==> src/lsu_defines.svh <==
////////////////////////////////////////
// lsu width and depth macros
// shared sizing for the load/store path
////////////////////////////////////////

`ifndef LSU_DEFINES_SVH
`define LSU_DEFINES_SVH

// data and byte address width
`define LSU_XLEN 32

// signed immediate offset width
`define LSU_OFFSET_W 12

// memory depth in 32-bit words
`define LSU_MEM_WORDS 256

// word index width, log2 of depth
`define LSU_MEM_AW 8

// destination register tag width
`define LSU_TAG_W 5

`endif

==> src/lsu_pkg.sv <==
////////////////////////////////////////
// lsu package
// types shared by the load/store path
////////////////////////////////////////

`default_nettype none

`include "lsu_defines.svh"

package lsu_pkg;

  // data word and byte address
  typedef logic [`LSU_XLEN-1:0] word_t;
  typedef logic [`LSU_XLEN-1:0] addr_t;

  // immediate from the instruction, sign matters
  typedef logic signed [`LSU_OFFSET_W-1:0] offset_t;

  // one bit per byte lane
  typedef logic [`LSU_XLEN/8-1:0] byte_en_t;

  // destination register tag
  typedef logic [`LSU_TAG_W-1:0] tag_t;

  // funct3 data format
  // bit 2 set means zero-extend on load
  typedef logic [2:0] format_t;

  // access size in the low two format bits
  localparam logic [1:0] SIZE_BYTE = 2'd0;
  localparam logic [1:0] SIZE_HALF = 2'd1;
  localparam logic [1:0] SIZE_WORD = 2'd2;

  typedef enum logic {
    LSU_LOAD  = 1'b0,
    LSU_STORE = 1'b1
  } lsu_op_e;

endpackage

`default_nettype wire

==> src/agu_stage.sv <==
////////////////////////////////////////
// address generation stage
// effective address, alignment check and
// the first pipeline register
////////////////////////////////////////

`timescale 1ns/1ps
`default_nettype none

`include "lsu_defines.svh"

module agu_stage (
  input  logic             clock,
  input  logic             rst,
  input  logic             req_valid,
  input  lsu_pkg::lsu_op_e req_op,
  input  lsu_pkg::format_t req_format,
  input  lsu_pkg::addr_t   req_base,
  input  lsu_pkg::offset_t req_offset,
  input  lsu_pkg::word_t   req_store_data,
  input  lsu_pkg::tag_t    req_tag,
  output logic             agu_valid,
  output lsu_pkg::lsu_op_e agu_op,
  output lsu_pkg::format_t agu_format,
  output lsu_pkg::addr_t   agu_address,
  output lsu_pkg::word_t   agu_store_data,
  output lsu_pkg::tag_t    agu_tag,
  output logic             agu_fault
);

  lsu_pkg::addr_t eff_address;
  logic           misaligned;
  logic           illegal;

  // base plus sign-extended immediate
  assign eff_address = req_base +
                       {{(`LSU_XLEN-`LSU_OFFSET_W){req_offset[`LSU_OFFSET_W-1]}}, req_offset};

  // alignment depends on the access size
  always_comb begin
    case (req_format[1:0])
      lsu_pkg::SIZE_BYTE: misaligned = 1'b0;
      lsu_pkg::SIZE_HALF: misaligned = eff_address[0];
      lsu_pkg::SIZE_WORD: misaligned = |eff_address[1:0];
      default:            misaligned = 1'b0;
    endcase
  end

  // size 3 is reserved
  // no unsigned form exists for stores
  assign illegal = (req_format[1:0] == 2'b11) ||
                   (req_op == lsu_pkg::LSU_STORE && req_format[2]);

  // valid and fault are control
  always_ff @(posedge clock) begin
    if (rst) begin
      agu_valid <= 1'b0;
      agu_fault <= 1'b0;
    end else begin
      agu_valid <= req_valid;
      agu_fault <= req_valid & (misaligned | illegal);
    end
  end

  // request fields only move on a strobe
  always_ff @(posedge clock) begin
    if (req_valid) begin
      agu_op         <= req_op;
      agu_format     <= req_format;
      agu_address    <= eff_address;
      agu_store_data <= req_store_data;
      agu_tag        <= req_tag;
    end
  end

  // fault decision needs a fully known request
  a_request_known: assert property (
    @(posedge clock) disable iff (rst)
      req_valid |-> !$isunknown({req_op, req_format, req_base, req_offset})
  );

endmodule

`default_nettype wire

==> config.mk <==
export PLATFORM = sky130hd
export DESIGN_NAME = agu_stage
export DESIGN_NICKNAME = d
export VERILOG_FILES = /design/src/lsu_pkg.sv /design/src/agu_stage.sv
export VERILOG_INCLUDE_DIRS = /design/src
export SDC_FILE = /design/constraint.sdc
export NUM_CORES = 1
export LEC_CHECK = 0
export BUFFER_PORTS_ARGS = -buffer_cell sky130_fd_sc_hd__buf_2
export CAP_MARGIN = 20
export CORE_MARGIN = 10
export CORE_UTILIZATION = 30
export CTS_CLUSTER_DIAMETER = 30
export CTS_CLUSTER_SIZE = 28
export DETAILED_ROUTE_END_ITERATION = 8
export HOLD_SLACK_MARGIN = 0.12
export PLACE_DENSITY_LB_ADDON = 0.08
export SLEW_MARGIN = 20
export SYNTH_ARGS = -nofsm -noshare
export SYNTH_HDL_FRONTEND = slang
export SYNTH_SLANG_ARGS = --single-unit
==> constraint.sdc <==
create_clock -name clock -period 2.8 [get_ports clock]
set_clock_uncertainty 0.2 [all_clocks]
set_input_delay 0.14 -clock clock [delete_from_list [all_inputs] [get_ports clock]]
set_output_delay 0.14 -clock clock [all_outputs]
set_load 0.05 [all_outputs]
# Word-level counts from Yosys, hierarchy flattened
# Cells that the tools add are included.
dict set report word_totals {
  ff_bits 75
  in_bits 88
  output_inout_bits 75
  wordCells 17
}
dict set report classes {
  n_addsub 1
  n_eq_ne 3
  n_mux 1
  bitwise_logic 2
  n_reduce_logical 3
}
# operator n
set op_table {}
lappend op_table {{32-bit adder} 1}
lappend op_table {{2-bit == test, second input constant} 2}
lappend op_table {{2-bit by 1-bit == test with 1-bit output, second input constant} 1}
lappend op_table {{1-bit one-hot mux with 2 select lines} 1}
lappend op_table {{2-bit OR reduction} 1}
lappend op_table {{1-bit bitwise AND} 1}
lappend op_table {{1-bit logical AND} 1}
lappend op_table {{1-bit logical OR} 1}
lappend op_table {{1-bit OR} 1}

# Logic depth before layout (Yosys ltp)
# Gate-level depths: netlist of the first run.
dict set report depth {
  ltp_word 5
  ltp_mapped 9
}

# Worst setup path before layout of the first run
# Ideal clock, no wire load.
dict set report synth_path {
  path_kind {in2reg}
  from {input port req_base[0]}
  to {register agu_address[30], data pin}
  setup_time_ns 0.259
  arrival_time_ns 2.075
  slack_ns 0.266
  cell_stages 9
  path_buffers 0
  path_cell_list {ha_1 > fa_1 > a21o_1 > a221oi_2 > a211oi_1 > o211ai_2 > o211ai_1 > a41oi_1 > xnor2_1}
}
dict set report synth_via {
  elab_chain_cells 1
}
# element line_no
set synth_lines {}
lappend synth_lines {{from (decl)} agu_stage.sv:18} ;# input lsu_pkg::addr_t req_base,
lappend synth_lines {{32-bit adder} agu_stage.sv:36} ;# assign eff_address = req_base +
lappend synth_lines {{via eff_address[30]} agu_stage.sv:31} ;# lsu_pkg::addr_t eff_address;
lappend synth_lines {{to (signal assigned)} agu_stage.sv:70} ;# agu_address <= eff_address;
lappend synth_lines {{to (decl)} agu_stage.sv:25} ;# output lsu_pkg::addr_t agu_address,
# The timed path passes the listed nets, and every way through them passes these cells.
# A chain may end at the register's enable or synchronous reset.

# Worst setup path in the final report of the first run
dict set report layout_path {
  from {input port req_offset[3]}
  to {register agu_address[31], data pin}
}
dict set report layout_via {
  elab_chain_cells 1
}
# element line_no
set layout_lines {}
lappend layout_lines {{from (decl)} agu_stage.sv:19} ;# input lsu_pkg::offset_t req_offset,
lappend layout_lines {{32-bit adder} agu_stage.sv:36}
lappend layout_lines {{via eff_address[31]} agu_stage.sv:31}
# The timed path passes the listed nets, and every way through them passes these cells.

==> impl_metrics.toml, run 1 <==
[outcome]
status = "finished clean"

[synthesis]
yosys.area_share.simple = 0.0819
synthCells = 317
synth_compound_area_frac = 0.158
syn-cell-area_um2 = 3960
synthMuxAreaShare = 0.00253
yosys_most_used_dff = "edfxtp_1"
synth-xor-area-share = 0.0664
synth-seq-cells = 75
synth_top_family_by_area = "compound AO/OA/AOI/OAI gates"
ys_seq_area_frac = 0.564
syn_avg_cell_area_um2 = 12.5
async_flop_share = 0
syn_nets = 440
ys_warn_count = 0
yosysUniqueCellTypes = 43
synth_fa_ha_area_frac = 0.113
synth_edf_count = 73

[final_layout]
area_growth_pct = 50.2
postLayoutCoreUtil = 0.465
final_nets = 677
final_area_um2 = 5940
drive_gt1_frac = 0.369
stdcell_count = 731
layout_commonest_cell = "buf_2"
nFillCells = 1190
diodes = 0
layout_common_cells = "162 x buf_2, 73 x edfxtp_1, 49 x dlygate4sd3_1, 34 x ha_1, 28 x a21oi_1"

[die]
core_area_um2 = 12800
die-width_um = 135
rows = 41
die_y_um = 135
io_pins = 163
die_area_um2 = 18200
initial_core_util = 0.310

[worst_setup_path]
cp_slowest_cell = "dlygate4sd3_1"
cp_num_buf_inv = 2
cp_top_family = "compound AO/OA/AOI/OAI gates"
crit_path_start_kind = "primary input"
path_class = "primary input to flip-flop"
end_kind = "flip-flop"
cpPeakStageDelay_ns = 0.54
arrival_ns = 2.65
critPathLaunch = "req_offset[3]"
path_max_fanout = 4
cp-endpoint = "agu_address[31]"
path_cells = "dlygate4sd3_1 -> buf_2 -> ha_1 -> o211a_1 -> a21oi_2 -> o21ai_1 -> a311o_1 -> a311oi_2 -> o221a_2 -> mux2i_1"
crit_cells = 10
cp.required_ns = 2.79

[global_routing]
grt_pass1_wl_um = 18900
track_usage = 0.132
grt_pass1_vias = 3515
grt_max_degree = 29
gr-total-overflow = 0
antenna_found_initial = 0

[sta]
hold_viol_final = 0
finalMaxSlewViolations = 0
final.min_clock_period_ns = 2.66
fmax_mhz = 376
slew-limit-headroom = 0.524
worst_pin_slew_ns = 0.714
hold_ws_ns = 0.129
fin_ws_ns = 0.142
fin_crit_sh = 0.949
setup_viol = 0

[drt]
dr.pass1.iters = 5
vias_per_cell = 4.62
drt.antenna.violating_nets = 0
drt_iter0_drc = 145
post_drt_wl_per_cell_um = 16.7
drc = 0
vias = 3378
routed_wl_um = 12200

[run]
max_cap_viol_count = 0

[place]
place_congestion = 0.795
hpwl_um = 9810
numPortBuffers = 162
placed_area_um2 = 5130
place_inst = 666
post-place-ws_ns = 0.0132

[power_and_ir_drop]
p_leak_nw = 2.61
pwr_density_cell_nw_per_um2 = 639
vdd_drop_max_v = 0.000264

[clock_network]
cts_sinks = 75
post_cts_buffers = 0
clockBufferDepth = 2
cts-root-buf = "clkbuf_16"
ctsHtreeMaxLevel = 3
path_clk_slew_ns = 0.06
cts_buffers = 9
cts_tree = "done"

[hold_path]
min_path_cells = 3
min_path_type = "primary input to flip-flop"
## kinds of logic after synthesis
kind of cell,Yosys count
flops,75
buf+inv,15
mux,1
xor+xnor,30
compound gates,94
fa+ha+maj,35
simple gates,67
## through the flow
stage               setup TNS [ns]  total power [W]
floorplan                        0          0.00225
global placement                 0          0.00261
detailed placement               0          0.00261
CTS                              0          0.00384
global route              -0.00939          0.00397
finish                           0          0.00379
## Yosys cell counts, types with 2 or more instances
cell type,number,area share
o21bai_1,3,0.0057
ha_1,34,0.11
and3_1,5,0.0079
nand4_1,6,0.0095
nand3_1,9,0.011
inv_1,8,0.0076
nor2b_1,4,0.0063
o21a_1,8,0.015
o211ai_1,3,0.0057
a211o_1,3,0.0066
a31oi_1,5,0.0079
a211oi_1,6,0.011
nand2_1,19,0.018
dfxtp_1,2,0.010
nor2_1,16,0.015
a21oi_1,28,0.035
a21o_1,9,0.017
o21ai_0,12,0.015
and2_1,3,0.0047
clkbuf_1,7,0.0066
xor2_1,9,0.020
a21boi_0,2,0.0038
o21ai_1,4,0.0051
xnor2_1,21,0.047
edfxtp_1,73,0.55
## report_power, final
part           internal (W)  switching, W  total, W
clock              0.000695      0.000453   0.00115
sequential          0.00139     0.0000330   0.00143
combinational      0.000395      0.000822   0.00122
## flip-flops by register name, indices dropped and copies added, names as in the netlist
| register | flops |
|---|---|
| agu_op | 1 |
| agu_address | 32 |
| agu_fault | 1 |
| agu_valid | 1 |
| agu_store_data | 32 |
| agu_format | 3 |
| agu_tag | 5 |
## tightest hold or removal path, stage by stage
cell    delay [ns]
buf_2         0.08
ha_1          0.19
xor2_1        0.08
## routing by layer
metal	track usage	part of all wire
met5	0	0
met3	0.0334	0.068
met2	0.222	0.48
met1	0.157	0.43
met4	0.0562	0.014
## how the worst min path moves through the flow
| stage | from | end | slack, ns |
|---|---|---|---|
| CTS | req_offset[2] | agu_address[2] | 0.12 |
| global placement | rst | agu_valid | 0.11 |
| floorplan | rst | agu_valid | 0.02 |
| detailed placement | rst | agu_valid | 0.11 |
| finish | req_base[29] | agu_address[29] | 0.13 |
| global route | req_offset[2] | agu_address[2] | 0.14 |
## area by class of cell
| cell class | instances | area [um2] | share of cell area |
|---|---|---|---|
| well taps | 172 | 215 | 0.0362 |
| clock buffers | 9 | 225 | 0.0379 |
| clock inverters | 7 | 75.1 | 0.0126 |
| inverters | 8 | 30.0 | 0.00506 |
| multi-input cells | 227 | 1680 | 0.283 |
| flip-flops and latches | 75 | 2230 | 0.376 |
| repair buffers | 233 | 1480 | 0.249 |
## repair_timing
item | CTS | global route
hold buffers | 49 | 0
gates resized for setup | 0 | 3
hold endpoints to repair | 49 | 0
setup endpoints to repair | 0 | 6
No activity file was read; power rests on OpenSTA's default activity.
==> run 2: changes to the inputs <==
--- a/config.mk
+++ b/config.mk
@@ -6,6 +6,7 @@
 export SDC_FILE = /design/constraint.sdc
 export NUM_CORES = 1
 export LEC_CHECK = 0
+export ABC_AREA = 1
 export BUFFER_PORTS_ARGS = -buffer_cell sky130_fd_sc_hd__buf_2
 export CAP_MARGIN = 20
 export CORE_MARGIN = 10
==> impl_metrics.toml, run 2 <==
[outcome]
status = "finished clean"

[power_and_ir_drop]
p_seq_frac = 0.378
pwr-share-clk = 0.293
internal-power_w = 0.00234
p_leak_nw = 3.50
p_sw_w = 0.00140
combPwrFrac = 0.329
vdd_drop_max_v = 0.000252
pwr_density_cell_nw_per_um2 = 568
swShare = 0.374

[clock_network]
cts_buffers = 9
post_cts_resized = 0
cts-root-buf = "clkbuf_16"
cts_tree = "done"
clockBufferDepth = 2
post_cts_buffers = 0
hold_buffers = 52
cts_sinks = 75
path_clk_slew_ns = 0.07
ctsHtreeMaxLevel = 3

[synthesis]
ys_warn_count = 0
synth_largest_area_cell = "edfxtp_1"
syn_nets = 704
synth_edf_count = 73
yosys-top-cells-count = "222 x nand2_1, 112 x inv_1, 73 x edfxtp_1"
syn_avg_cell_area_um2 = 8.08
synth-seq-cells = 75
synth_area_leaders = "edfxtp_1 47%, nand2_1 18%, ha_1 9.1%"
synthCells = 581
async_flop_share = 0
ys_seq_area_frac = 0.475
syn-cell-area_um2 = 4700
yosys_most_used_dff = "edfxtp_1"
yosysTopAreaCellShare = 0.467
yosysUniqueCellTypes = 24
synth.most_common_cell = "nand2_1"

[hold_path]
min_path_cells = 3
hold_path_end = "agu_address[7]"
min_path_type = "primary input to flip-flop"
worstHoldStart = "req_offset[7]"

[sta]
hold_ws_ns = 0.151
final.min_clock_period_ns = 2.46
finalMaxSlewViolations = 0
fin_crit_sh = 0.880
fin_setup_tns_ns = 0
slew-limit-headroom = 0.647
worst_pin_slew_ns = 0.530
hold_viol_final = 0
fmax_mhz = 406
rsz0062_at_grt = "false"
setup_viol = 0

[worst_setup_path]
cp.required_ns = 2.84
crit_path_start_kind = "primary input"
path_max_fanout = 3
end_kind = "flip-flop"
arrival_ns = 2.50
path_class = "primary input to flip-flop"

[global_routing]
antenna_found_initial = 0
gr-total-overflow = 0
track_usage = 0.136
grt_pass1_vias = 4423
grt_pass1_wl_um = 23100
grt_max_degree = 40

[final_layout]
layout_commonest_cell = "nand2_1"
diodes = 0
area_growth_pct = 40.4
layout_common_cells = "222 x nand2_1, 161 x buf_2, 112 x inv_1, 73 x edfxtp_1, 52 x dlygate4sd3_1"
drive_gt1_frac = 0.254
final_nets = 930
largestRegisters = "agu_address x32, agu_store_data x32, agu_tag x5"
nFillCells = 1577

[drt]
drc = 0
vias = 4318
drt_iter0_drc = 157
routed_wl_um = 14500
dr.pass1.iters = 6
drt.antenna.violating_nets = 0
post_drt_wl_per_cell_um = 14.2
vias_per_cell = 4.22

[die]
initial_core_util = 0.308
die_area_um2 = 21100
core_area_um2 = 15300
rows = 45
die-width_um = 145
die_y_um = 145
io_pins = 163

[place]
place_congestion = 0.856
numPortBuffers = 162
hpwl_um = 11500

[run]
max_cap_viol_count = 0
[run 2: power by group through the flow]
stage	Combinational [W]	Sequential [W]	Clock, W
finish	0.00123	0.00141	0.00110
global route	0.00134	0.00143	0.00120
CTS	0.00124	0.00141	0.00115
detailed placement	0.00118	0.00144	0
global placement	0.00118	0.00143	0
floorplan	0.000396	0.00187	0
[run 2: cell type report]
cell class	count	area, um2	area share
clock inverter	7	52.6	0.00797
sequential	75	2230	0.339
timing repair buffer	215	1350	0.205
tap	211	264	0.0401
inverter	115	432	0.0655
multi-input combinational	391	2030	0.308
clock buffer	9	225	0.0342
[run 2: metrics by stage]
step	instance area, um2	utilization	power [W]	instances	worst slack (ns)
after global placement	5790	0.380	0.00261	955	0.581
after detailed placement	5790	0.380	0.00261	955	0.546
after CTS	6590	0.432	0.00381	1023	0.355
final	6590	0.432	0.00374	1023	0.335
after global routing	6590	0.432	0.00396	1023	0.194
after floorplan	4700	-	0.00227	581	0.916
[run 2: metal layers]
| layer | vias up | wire, um | GRT usage |
|---|---|---|---|
| met5 | - | 0 | 0 |
| met4 | 0 | 164 | 0.0460 |
| met3 | 11 | 713 | 0.0360 |
| met2 | 116 | 6390 | 0.211 |
| met1 | 1923 | 7250 | 0.179 |
| li1 | 2268 | - | - |
[run 2: worst max path at each step]
stage	startpoint	endpoint	cells past startpoint
final	req_offset[0]	agu_fault	9
after floorplan	req_base[0]	agu_address[28]	12
after detailed placement	req_offset[11]	agu_address[21]	12
after global routing	req_offset[0]	agu_fault	9
after global placement	req_offset[11]	agu_address[21]	12
after CTS	req_offset[0]	agu_fault	9
[run 2: worst max-delay path, stage by stage]
cell and delay [ns]:
dlygate4sd3_1 0.54, buf_2 0.12, ha_1 0.22, fa_1 0.45, o21ai_0 0.17, a21oi_1 0.09
a211oi_1 0.15, dlygate4sd3_1 0.57, nor3_1 0.04
[run 2: kinds of logic after synthesis]
| group | share of synthesized area |
|---|---|
| AO/OA/AOI/OAI | 0.0306 |
| XOR/XNOR | 0.0298 |
| adder cells (fa/ha/maj) | 0.0949 |
| buffers and inverters | 0.0919 |
| flip-flops | 0.475 |
| AND/OR/NAND/NOR | 0.277 |
